### src/include/wbq_defs.svh
`ifndef WBQ_DEFS_SVH
`define WBQ_DEFS_SVH

// Replace queue depth and slot index width.
`define WBQ_SLOTS   4
`define WBQ_SLOT_W  2

// A 16-byte line is addressed by its tag above the byte offset.
`define PADDR_W     32
`define LINE_OFF_W  4
`define LINE_TAG_W  (`PADDR_W - `LINE_OFF_W)

// Bus beats and the line they make up.
`define DATA_W      32
`define DATA_BYTES  4
`define LINE_BEATS  4
`define LINE_W      128
`define BEAT_W      2

`endif

### src/hw/wbq_pkg.sv
package wbq_pkg;

    // Coherence state of a line held in the queue.
    typedef enum logic [1:0] {
        DIR_INVALID,
        DIR_SHARED,
        DIR_EXCLUSIVE,
        DIR_MODIFIED
    } dir_state;

    // Snoop opcode carried on AW with each evicted line.
    typedef enum logic [0:0] {
        ACE_WRITE_CLEAN,
        ACE_WRITE_EVICT
    } ace_wop;

    // Phases of one line write burst.
    typedef enum logic [1:0] {
        BS_IDLE,
        BS_ADDR,
        BS_DATA,
        BS_RESP
    } burst_state;

endpackage

### src/hw/replace_queue.sv
`timescale 1ns/1ps
`include "wbq_defs.svh"

module replace_queue (
    input  logic                    clk,
    input  logic                    rst,
    input  logic                    push_valid,
    output logic                    push_ready,
    input  logic [`LINE_TAG_W-1:0]  push_addr,
    input  logic [`LINE_W-1:0]      push_data,
    input  wbq_pkg::dir_state       push_state,
    input  logic                    st_check_en,
    input  logic [`PADDR_W-1:0]     st_check_addr,
    output logic                    st_hit,
    output logic [`WBQ_SLOT_W-1:0]  st_idx,
    input  logic                    snoop_en,
    input  logic                    snoop_clean,
    input  logic [`PADDR_W-1:0]     snoop_addr,
    output logic                    snoop_hit,
    output logic [`LINE_W-1:0]      snoop_data,
    output wbq_pkg::dir_state       snoop_state,
    output logic                    drain_valid,
    output logic [`LINE_TAG_W-1:0]  drain_addr,
    output logic [`LINE_W-1:0]      drain_data,
    output wbq_pkg::dir_state       drain_state,
    input  logic                    drain_take,
    input  logic                    drain_done
);
    import wbq_pkg::*;

    logic [`WBQ_SLOTS-1:0]  valid_q;
    logic [`WBQ_SLOTS-1:0]  prio_q;
    logic [`WBQ_SLOTS-1:0]  busy_q;
    logic [`LINE_TAG_W-1:0] addr_q [`WBQ_SLOTS];
    logic [`LINE_W-1:0]     data_q [`WBQ_SLOTS];
    dir_state               state_q [`WBQ_SLOTS];

    logic [`LINE_TAG_W-1:0] st_line;
    logic [`LINE_TAG_W-1:0] snoop_line;
    logic [`WBQ_SLOTS-1:0]  st_match;
    logic [`WBQ_SLOTS-1:0]  snoop_match;
    logic [`WBQ_SLOTS-1:0]  prio_req;
    logic [`WBQ_SLOTS-1:0]  plain_req;

    logic [`WBQ_SLOTS-1:0]  free_onehot;
    logic [`WBQ_SLOTS-1:0]  prio_onehot;
    logic [`WBQ_SLOTS-1:0]  plain_onehot;
    logic [`WBQ_SLOTS-1:0]  st_onehot;
    logic [`WBQ_SLOTS-1:0]  drain_onehot;
    logic [`WBQ_SLOT_W-1:0] free_idx;
    logic [`WBQ_SLOT_W-1:0] prio_idx;
    logic [`WBQ_SLOT_W-1:0] plain_idx;
    logic [`WBQ_SLOT_W-1:0] st_pick_idx;
    logic [`WBQ_SLOT_W-1:0] snoop_pick_idx;
    logic [`WBQ_SLOT_W-1:0] drain_idx;
    logic                   free_any;
    logic                   prio_any;
    logic                   plain_any;
    logic                   st_any;
    logic                   snoop_any;

    logic                   push_fire;
    logic                   push_bypass;
    logic                   push_alloc;
    logic                   snoop_clean_en;
    logic                   drain_blocked;
    logic [`WBQ_SLOTS-1:0]  alloc_set;
    logic [`WBQ_SLOTS-1:0]  take_set;
    logic [`WBQ_SLOTS-1:0]  st_set;
    logic [`WBQ_SLOTS-1:0]  done_clr;
    logic [`WBQ_SLOTS-1:0]  snoop_clr;

    assign st_line    = st_check_addr[`PADDR_W-1:`LINE_OFF_W];
    assign snoop_line = snoop_addr[`PADDR_W-1:`LINE_OFF_W];

    always_comb begin
        for (int i = 0; i < `WBQ_SLOTS; i++) begin
            st_match[i]    = valid_q[i] && (addr_q[i] == st_line);
            snoop_match[i] = valid_q[i] && (addr_q[i] == snoop_line);
        end
    end

    // Lines already handed to the burst engine are not offered again.
    assign prio_req  = valid_q & prio_q & ~busy_q;
    assign plain_req = valid_q & ~busy_q;

    slot_pick u_pick_free  (.req(~valid_q),   .idx(free_idx),       .onehot(free_onehot),
                            .any(free_any));
    slot_pick u_pick_prio  (.req(prio_req),   .idx(prio_idx),       .onehot(prio_onehot),
                            .any(prio_any));
    slot_pick u_pick_plain (.req(plain_req),  .idx(plain_idx),      .onehot(plain_onehot),
                            .any(plain_any));
    slot_pick u_pick_st    (.req(st_match),   .idx(st_pick_idx),    .onehot(st_onehot),
                            .any(st_any));
    slot_pick u_pick_snoop (.req(snoop_match), .idx(snoop_pick_idx), .onehot(),
                            .any(snoop_any));

    assign push_ready     = free_any;
    assign push_fire      = push_valid && push_ready;
    assign push_bypass    = push_fire && (push_addr == snoop_line);
    assign snoop_clean_en = snoop_en && snoop_clean;

    // A clean snoop of the incoming line means it never needs to be written.
    assign push_alloc = push_fire && !(snoop_clean_en && push_bypass);

    assign drain_idx     = prio_any ? prio_idx : plain_idx;
    assign drain_onehot  = prio_any ? prio_onehot : plain_onehot;
    // Hold the offer back while a clean snoop is removing that very line.
    assign drain_blocked = snoop_clean_en && |(snoop_match & drain_onehot);

    assign drain_valid = plain_any && !drain_blocked;
    assign drain_addr  = addr_q[drain_idx];
    assign drain_data  = data_q[drain_idx];
    assign drain_state = state_q[drain_idx];

    assign alloc_set = push_alloc ? free_onehot : '0;
    assign take_set  = drain_take ? drain_onehot : '0;
    assign st_set    = st_check_en ? st_onehot : '0;
    assign done_clr  = drain_done ? busy_q : '0;
    assign snoop_clr = snoop_clean_en ? (snoop_match & ~busy_q) : '0;

    always_ff @(posedge clk or negedge rst) begin
        if (!rst) begin
            valid_q <= '0;
            prio_q  <= '0;
            busy_q  <= '0;
            st_hit  <= 1'b0;
            snoop_hit <= 1'b0;
        end else begin
            valid_q <= (valid_q | alloc_set) & ~done_clr & ~snoop_clr;
            prio_q  <= ((prio_q & ~alloc_set) | st_set) & ~done_clr & ~snoop_clr;
            busy_q  <= (busy_q | take_set) & ~done_clr;
            st_hit  <= st_check_en && st_any;
            if (snoop_en) begin
                snoop_hit <= snoop_any || push_bypass;
            end
        end
    end

    always_ff @(posedge clk) begin
        if (push_alloc) begin
            addr_q[free_idx]  <= push_addr;
            data_q[free_idx]  <= push_data;
            state_q[free_idx] <= push_state;
        end
        if (st_check_en) begin
            st_idx <= st_pick_idx;
        end
        if (snoop_en) begin
            snoop_data  <= push_bypass ? push_data : data_q[snoop_pick_idx];
            snoop_state <= push_bypass ? push_state : state_q[snoop_pick_idx];
        end
    end

endmodule

### src/hw/slot_pick.sv
`timescale 1ns/1ps
`include "wbq_defs.svh"

module slot_pick (
    input  logic [`WBQ_SLOTS-1:0]  req,
    output logic [`WBQ_SLOT_W-1:0] idx,
    output logic [`WBQ_SLOTS-1:0]  onehot,
    output logic                   any
);

    // Scan from the top so the lowest set bit wins.
    always_comb begin
        idx = '0;
        for (int i = `WBQ_SLOTS - 1; i >= 0; i--) begin
            if (req[i]) begin
                idx = `WBQ_SLOT_W'(i);
            end
        end
    end

    // Two's complement isolates the lowest set bit.
    assign onehot = req & (~req + 1'b1);
    assign any    = |req;

endmodule

### src/hw/wb_burst.sv
`timescale 1ns/1ps
`include "wbq_defs.svh"

module wb_burst (
    input  logic                    clk,
    input  logic                    rst,
    input  logic                    drain_valid,
    input  logic [`LINE_TAG_W-1:0]  drain_addr,
    input  logic [`LINE_W-1:0]      drain_data,
    input  wbq_pkg::dir_state       drain_state,
    output logic                    drain_take,
    output logic                    drain_done,
    output logic                    awvalid,
    input  logic                    awready,
    output logic [`PADDR_W-1:0]     awaddr,
    output logic [7:0]              awlen,
    output logic [2:0]              awsize,
    output logic [1:0]              awburst,
    output wbq_pkg::ace_wop         awsnoop,
    output logic                    wvalid,
    input  logic                    wready,
    output logic [`DATA_W-1:0]      wdata,
    output logic [`DATA_BYTES-1:0]  wstrb,
    output logic                    wlast,
    input  logic                    bvalid,
    output logic                    bready
);
    import wbq_pkg::*;

    burst_state             state;
    logic [`BEAT_W-1:0]     beat;
    logic [`LINE_TAG_W-1:0] line_addr;
    logic [`LINE_W-1:0]     line_data;
    ace_wop                 line_wop;

    assign drain_take = (state == BS_IDLE) && drain_valid;
    assign drain_done = (state == BS_RESP) && bvalid;

    always_ff @(posedge clk or negedge rst) begin
        if (!rst) begin
            state <= BS_IDLE;
            beat  <= '0;
        end else begin
            case (state)
                BS_IDLE: begin
                    if (drain_take) begin
                        state <= BS_ADDR;
                    end
                end
                BS_ADDR: begin
                    if (awready) begin
                        state <= BS_DATA;
                        beat  <= '0;
                    end
                end
                BS_DATA: begin
                    if (wready) begin
                        beat <= beat + 1'b1;
                        if (wlast) begin
                            state <= BS_RESP;
                        end
                    end
                end
                default: begin
                    if (bvalid) begin
                        state <= BS_IDLE;
                    end
                end
            endcase
        end
    end

    // Only a modified line carries data the memory does not have.
    always_ff @(posedge clk) begin
        if (drain_take) begin
            line_addr <= drain_addr;
            line_data <= drain_data;
            line_wop  <= (drain_state == DIR_MODIFIED) ? ACE_WRITE_CLEAN : ACE_WRITE_EVICT;
        end
    end

    assign awvalid = (state == BS_ADDR);
    assign awaddr  = {line_addr, {`LINE_OFF_W{1'b0}}};
    assign awlen   = 8'(`LINE_BEATS - 1);
    assign awsize  = 3'($clog2(`DATA_BYTES));
    assign awburst = 2'b01;
    assign awsnoop = line_wop;

    assign wvalid = (state == BS_DATA);
    assign wdata  = line_data[beat*`DATA_W +: `DATA_W];
    assign wstrb  = {`DATA_BYTES{1'b1}};
    assign wlast  = wvalid && (beat == `BEAT_W'(`LINE_BEATS - 1));
    assign bready = 1'b1;

endmodule

### src/hw/wb_top.sv
`timescale 1ns/1ps
`include "wbq_defs.svh"

module wb_top (
    input  logic                    clk,
    input  logic                    rst,
    input  logic                    push_valid,
    output logic                    push_ready,
    input  logic [`LINE_TAG_W-1:0]  push_addr,
    input  logic [`LINE_W-1:0]      push_data,
    input  wbq_pkg::dir_state       push_state,
    input  logic                    st_check_en,
    input  logic [`PADDR_W-1:0]     st_check_addr,
    output logic                    st_hit,
    output logic [`WBQ_SLOT_W-1:0]  st_idx,
    input  logic                    snoop_en,
    input  logic                    snoop_clean,
    input  logic [`PADDR_W-1:0]     snoop_addr,
    output logic                    snoop_hit,
    output logic [`LINE_W-1:0]      snoop_data,
    output wbq_pkg::dir_state       snoop_state,
    output logic                    awvalid,
    input  logic                    awready,
    output logic [`PADDR_W-1:0]     awaddr,
    output logic [7:0]              awlen,
    output logic [2:0]              awsize,
    output logic [1:0]              awburst,
    output wbq_pkg::ace_wop         awsnoop,
    output logic                    wvalid,
    input  logic                    wready,
    output logic [`DATA_W-1:0]      wdata,
    output logic [`DATA_BYTES-1:0]  wstrb,
    output logic                    wlast,
    input  logic                    bvalid,
    output logic                    bready
);
    import wbq_pkg::*;

    // Handoff of one line from the queue to the burst engine.
    logic                   drain_valid;
    logic [`LINE_TAG_W-1:0] drain_addr;
    logic [`LINE_W-1:0]     drain_data;
    dir_state               drain_state;
    logic                   drain_take;
    logic                   drain_done;

    replace_queue u_queue (.*);

    wb_burst u_burst (.*);

endmodule

### config.mk
export PLATFORM = sky130hd
export DESIGN_NAME = wb_top
export DESIGN_NICKNAME = d
export VERILOG_FILES = /design/src/hw/wbq_pkg.sv /design/src/hw/replace_queue.sv /design/src/hw/slot_pick.sv /design/src/hw/wb_burst.sv /design/src/hw/wb_top.sv
export VERILOG_INCLUDE_DIRS = /design/src /design/src/include
export SDC_FILE = /design/constraint.sdc
export NUM_CORES = 1
export LEC_CHECK = 0
export BUFFER_PORTS_ARGS = -buffer_cell sky130_fd_sc_hd__buf_4
export CORE_UTILIZATION = 40
export CTS_CLUSTER_DIAMETER = 80
export CTS_CLUSTER_SIZE = 10
export DETAILED_ROUTE_END_ITERATION = 10
export GPL_TIMING_DRIVEN = 0
export PLACE_DENSITY_LB_ADDON = 0.3
export RECOVER_POWER = 25
export SYNTH_ARGS = -nofsm -noshare
export SYNTH_HDL_FRONTEND = slang
export SYNTH_HIERARCHICAL = 1
export SYNTH_SLANG_ARGS = --single-unit
### constraint.sdc
create_clock -name clk -period 22.8 [get_ports clk]
set_input_delay 2.28 -clock clk [delete_from_list [all_inputs] [get_ports clk]]
set_output_delay 2.28 -clock clk [all_outputs]
set_load 0.05 [all_outputs]
# After elaboration in Yosys (flattened, before gate mapping)
# Memories as Yosys holds them, arrays and structs flattened. A register that Yosys moved wholly into a read port is not among the register bits.
# Cells that the tools add are included.
# classes
add_sub_neg	5
n_bitwise	27
eq_ne	18
reduce_logical	34
muxes	40
shifts	1
# op_table
op	n
$eq 28x28->1	9
$mux 128	1
$shiftx 128x8->32	1
$and 4x4->4	15
$mux 2	27
$not 4->4	9
$mux 4	6
$reduce_or 4->1	6
$logic_and 1x1->1	19
$add 4x1->4 const B	4
$or 4x4->4	3
$eq 2x2->1 const B	4
$ne 2x2->1 const B	3
$pmux 2 s3	1
$reduce_and 5->1	1
$mux 1	4
$pmux 2 s2	1
$reduce_bool 4->1	1
$reduce_and 3->1	1
$add 2x1->2 const B	1
$eq 2x1->1 const B	1
$logic_not 1->1	2
$logic_not 2->1	1
$ne 2x1->1 const B	1
other kinds (3)	3
# totals
mem_count	3
register_bits	151
wordCells	140
ram_bits	632
input_bits	231
# mem_list
memory	words	width	rd	rd_ports_with_merged_regs	wr	line	source
u_queue.data_q	4	128	2	1	1	replace_queue.sv:35	logic [`LINE_W-1:0] data_q [`WBQ_SLOTS];
u_queue.addr_q	4	28	5	1	1	replace_queue.sv:34	logic [`LINE_TAG_W-1:0] addr_q [`WBQ_SLOTS];
u_queue.state_q	4	2	2	0	1	replace_queue.sv:36	dir_state state_q [`WBQ_SLOTS];

# Logic depth before layout (Yosys ltp)
# logic_depth
word_depth	15
ltp_mapped	14
ltp_nobuf	11

# Hierarchy
# The synthesis kept the hierarchy.
# by_module_without_submodules
module	area_each_um2	cells_each	n_inst
replace_queue	35107.4	2021	1
wb_burst	6057.1	257	1
slot_pick	58.8	10	5

# Worst setup path before layout
# Ideal clock, no wire load.
# synth_path
kind	input to register
startpoint	input snoop_addr[17]
endpoint	memory u_queue/addr_q[1][0] (netlist bit), enable pin
setup_time_ps	1119
stages	8
t_arrival_ps	19416
setup_slack_ps	2265
path_cell_list	clkbuf_1 > inv_1 > o221a_2 > nand4_1 > or3_1 > buf_2 > nor2_4 > nor4b_1
# synth_via
elab_chain_len	7
# synth_rtl
item	line	source
from (decl)	wb_top.sv:18	input logic [`PADDR_W-1:0] snoop_addr,
$eq 28x28->1	replace_queue.sv:100	assign push_bypass = push_fire && (push_addr == snoop_line);
$logic_and 1x1->1	replace_queue.sv:100	
$logic_and 1x1->1	replace_queue.sv:104	assign push_alloc = push_fire && !(snoop_clean_en && push_bypass);
$logic_not 1->1	replace_queue.sv:104	
$logic_and 1x1->1	replace_queue.sv:104	
$mux 1	replace_queue.sv:141	if (push_alloc) begin
$mux 1 (implied by the code)	replace_queue.sv:142	addr_q[free_idx] <= push_addr;
to (decl)	replace_queue.sv:34	
# No other way between the ends.

# Worst setup path after layout
# layout_path
startpoint	input snoop_addr[11]
endpoint	register u_queue.snoop_data[120], data pin
# layout_rtl
item	line	source
$eq 28x28->1	replace_queue.sv:79	snoop_match[i] = valid_q[i] && (addr_q[i] == snoop_line);
$logic_and 1x1->1	replace_queue.sv:79	
net u_queue.snoop_match[2]	replace_queue.sv:41	logic [`WBQ_SLOTS-1:0] snoop_match;
$mux 2 (3 in a row)	slot_pick.sv:15	if (req[i]) begin
net u_queue.snoop_pick_idx[1]	replace_queue.sv:54	logic [`WBQ_SLOT_W-1:0] snoop_pick_idx;
$mem_v2 4x128	n/a	
$mux 128	replace_queue.sv:150	snoop_data <= push_bypass ? push_data : data_q[snoop_pick_idx];
to (signal assigned)	replace_queue.sv:150	
to (decl)	replace_queue.sv:20	output logic [`LINE_W-1:0] snoop_data,
# The timed path passes the listed nets, and every way through them passes these cells.
# A chain may end at the register's enable or synchronous reset.

==> results.yml <==
worst_setup_path:
  rr_worst_depth: 12
  path_depth: 13
  end_kind: "flip-flop"
  timing_worst_setup_path_type: "input port to flip-flop"
  critPathLaunchType: "input port"
  cp_num_buf_inv: 3
  worstPathMaxFanout: 10
  arrival_ns: 7.63
  critical-path-top-delay-family: "simple AND/OR/NAND/NOR gates"
  critPathSlowestCell: "clkbuf_1"
  slowest_delay_ns: 0.94
  crit_chain: "clkbuf_1 -> xnor2_1 -> o221ai_1 -> nor4_1 -> nand4_1 -> nor2_1 -> nor2_1 -> nor3_1 -> clkbuf_1 -> clkbuf_1 -> mux4_2 -> nand2_1 -> nand2_1"
  r2r-end: "u_queue/snoop_data[120]$_DFFE_PP_"
  rrSetupSlack_ns: 17.00
  cp.required_ns: 23.20
  regToRegStartpoint: "u_queue/addr_q[2][7]$_DFFE_PP_"
  critPathMostFrequentCell: "clkbuf_1"
routing:
  routed.top_layer: "met5"
  ant_nets: 0
  wl_per_cell_um: 29.7
  wl_met2_um: 62200
  drc: 0
  drtIter0Drc: 2538
  wl_met3_um: 11000
  firstDrtPassIters: 6
  wl_um: 129000
  wl_met1_um: 52300
  num_vias: 24479
  vias_per_cell: 5.64
power_and_ir_drop:
  power_density_nw_per_um2: 136
  internal-power_mw: 4.34
  sequentialPowerShare_pct: 40.4
  power_leakage_nw: 17.1
  switching_share_pct: 35.6
  p_sw_mw: 2.40
  p_clk_share_pct: 22.4
  ir_drop_mv: 0.0979
  pwr-share-comb_pct: 37.1
cts:
  cts_buffers: 105
  cts.sinks: 939
  cts_tree: "built"
  h-tree-depth: 3
  hold_buffers: 0
  path_clk_slew_ns: 0.06
  cts-root-buf: "clkbuf_16"
  postCtsSetupBuffers: 0
  cts_resized: 0
  clock_path_buffers: 3
  insertion_delay_ns: 0.71
hold_path:
  hp-class: "flip-flop to flip-flop"
  hold_start: "u_queue/busy_q[0]$_DFF_PN0_"
  holdPathEnd: "u_queue/busy_q[0]$_DFF_PN0_"
  min_path_cells: 1
final_layout:
  area_growth_pct: 19.6
  final_cell_area_sq_um: 49500
  fill_cells: 8791
  utilization_pct: 48.5
  multi_input_comb_area_sq_um: 12500
  fin_nets: 3175
  final_layout_size_suffix_gt1_share_pct: 30.2
  seqCellArea_sq_um: 28100
run:
  cap_violations: 0
floorplan:
  row_count: 117
  die-width_um: 324
  die_h_um: 324
  coreArea_sq_um: 102000
  fp.dieArea_sq_um: 105000
  start_util_pct: 40.5
  boundaryPins: 452
timing:
  period_share_pct: 31.7
  worst_pin_slew_ns: 1.23
  timing_hold_violations_final: 0
  clock_skew_ns: 0.0454
  max_freq_ghz: 0.138
  rsz0062_at_grt: "no"
  drv_slew: 0
  setup_viol: 0
  layout_min_cycle_time_ns: 7.23
  relSlewSlack_pct: 18.1
global_routing:
  track_usage_pct: 24.5
  gr-total-overflow: 0
  grt_pass1_vias: 24795
  antenna_found_initial: 20
  grt_pass1_wl_um: 180000
  grt_max_degree: 73
outcome:
  status: "finished, final reports clean"
logic_synthesis:
  synth_area_per_cell_sq_um: 17.8
  syn_inst: 2324
  synth_area_sq_um: 41400
  ys_warn_count: 6
place:
  dpl.hpwl_um: 95100
  gp_congestion: 0.930
  place_area_sq_um: 47100
  io_buffer_count: 389
-- worst reg2reg max path, stage by stage, from the launching register on --
cell and delay [ns]:
edfxtp_1 0.44, xnor2_1 0.59, o221ai_1 0.28, nor4_1 0.31, nand4_1 0.39, nor2_1 0.31
nor2_1 0.08, nor3_1 0.80, clkbuf_1 0.94, clkbuf_1 0.72, mux4_2 0.41, nand2_1 0.08
nand2_1 0.15
-- flip-flops by register name, indices dropped and copies added (netlist names), 4 cells and up --
signal,count
u_queue/busy_q,4
u_queue/valid_q,4
u_burst/line_addr,28
u_queue/state_q,8
u_queue/snoop_data,128
u_burst/line_data,128
u_queue/prio_q,4
u_queue/addr_q,112
u_queue/data_q,512
-- area by class of cell --
cell class                      count  share of cell area [%]
Buffer                            161                    1.71
Sequential cell                   939                    56.7
Antenna cell                        6                  0.0303
Tap cell                         1368                    3.46
Inverter                           24                   0.182
Clock inverter                      8                   0.313
Multi-Input combinational cell   1220                    25.2
Timing Repair Buffer              486                    6.77
Clock buffer                      130                    5.58
-- per-stage QoR --
step	TNS [ns]	hold WS, ns	std cells	setup WS, ns	power (mW)
global route	0	0.552	4340	15.25	6.98
finish	0	0.543	4342	15.57	6.73
CTS	0	0.534	4336	15.62	6.81
floorplan	0	0.488	2344	2.26	4.40
global placement	-6961.55	0.519	4101	-15.68	5.44
detailed placement	0	0.523	4198	14.89	5.28
-- layer usage --
layer,track usage [%],up-vias
met1,33.3,12774
met5,0,-
met2,39.1,1230
met3,5.76,172
li1,-,10283
met4,7.97,20
-- layout by cell type (no fill, tap or decap), types with 4 or more instances in the layout --
| master | n |
|---|---|
| buf_16 | 8 |
| o21ai_0 | 5 |
| nand2_1 | 406 |
| conb_1 | 22 |
| nand3_1 | 14 |
| nor4b_1 | 6 |
| xor2_1 | 148 |
| ha_1 | 7 |
| nor3_1 | 16 |
| nand4_1 | 35 |
| buf_6 | 12 |
| mux4_1 | 4 |
| nor2_1 | 20 |
| or4_1 | 5 |
| clkbuf_16 | 107 |
| clkbuf_1 | 216 |
| edfxtp_1 | 921 |
| diode_2 | 6 |
| xnor2_1 | 97 |
| inv_1 | 24 |
| dfrtp_1 | 18 |
| nor3b_1 | 4 |
| mux4_2 | 316 |
| nor4_1 | 39 |
| a21oi_1 | 17 |
| mux2i_1 | 8 |
| and2_1 | 7 |
| nand2b_1 | 6 |
| mux2_2 | 4 |
| buf_2 | 66 |
| buf_4 | 362 |
-- worst max path at each step --
stage	slack [ns]	start	end
floorplan	2.26	snoop_addr[17]	u_queue/addr_q[1][0]$_DFFE_PP_
global placement	-15.68	snoop_addr[4]	u_queue/data_q[2][70]$_DFFE_PP_
detailed placement	14.89	snoop_addr[9]	u_queue/snoop_data[87]$_DFFE_PP_
CTS	15.62	snoop_addr[9]	u_queue/snoop_data[87]$_DFFE_PP_
global route	15.25	snoop_addr[9]	u_queue/snoop_data[87]$_DFFE_PP_
finish	15.57	snoop_addr[11]	u_queue/snoop_data[120]$_DFFE_PP_
-- power groups by stage --
stage               combinational (mW)  sequential (mW)  clock [mW]
floorplan                         1.37             3.04           0
global placement                  2.40             3.05           0
detailed placement                2.53             2.75           0
CTS                               2.54             2.72        1.55
global route                      2.62             2.76        1.61
finish                            2.50             2.72        1.51
(Power assumes the default switching activity.)
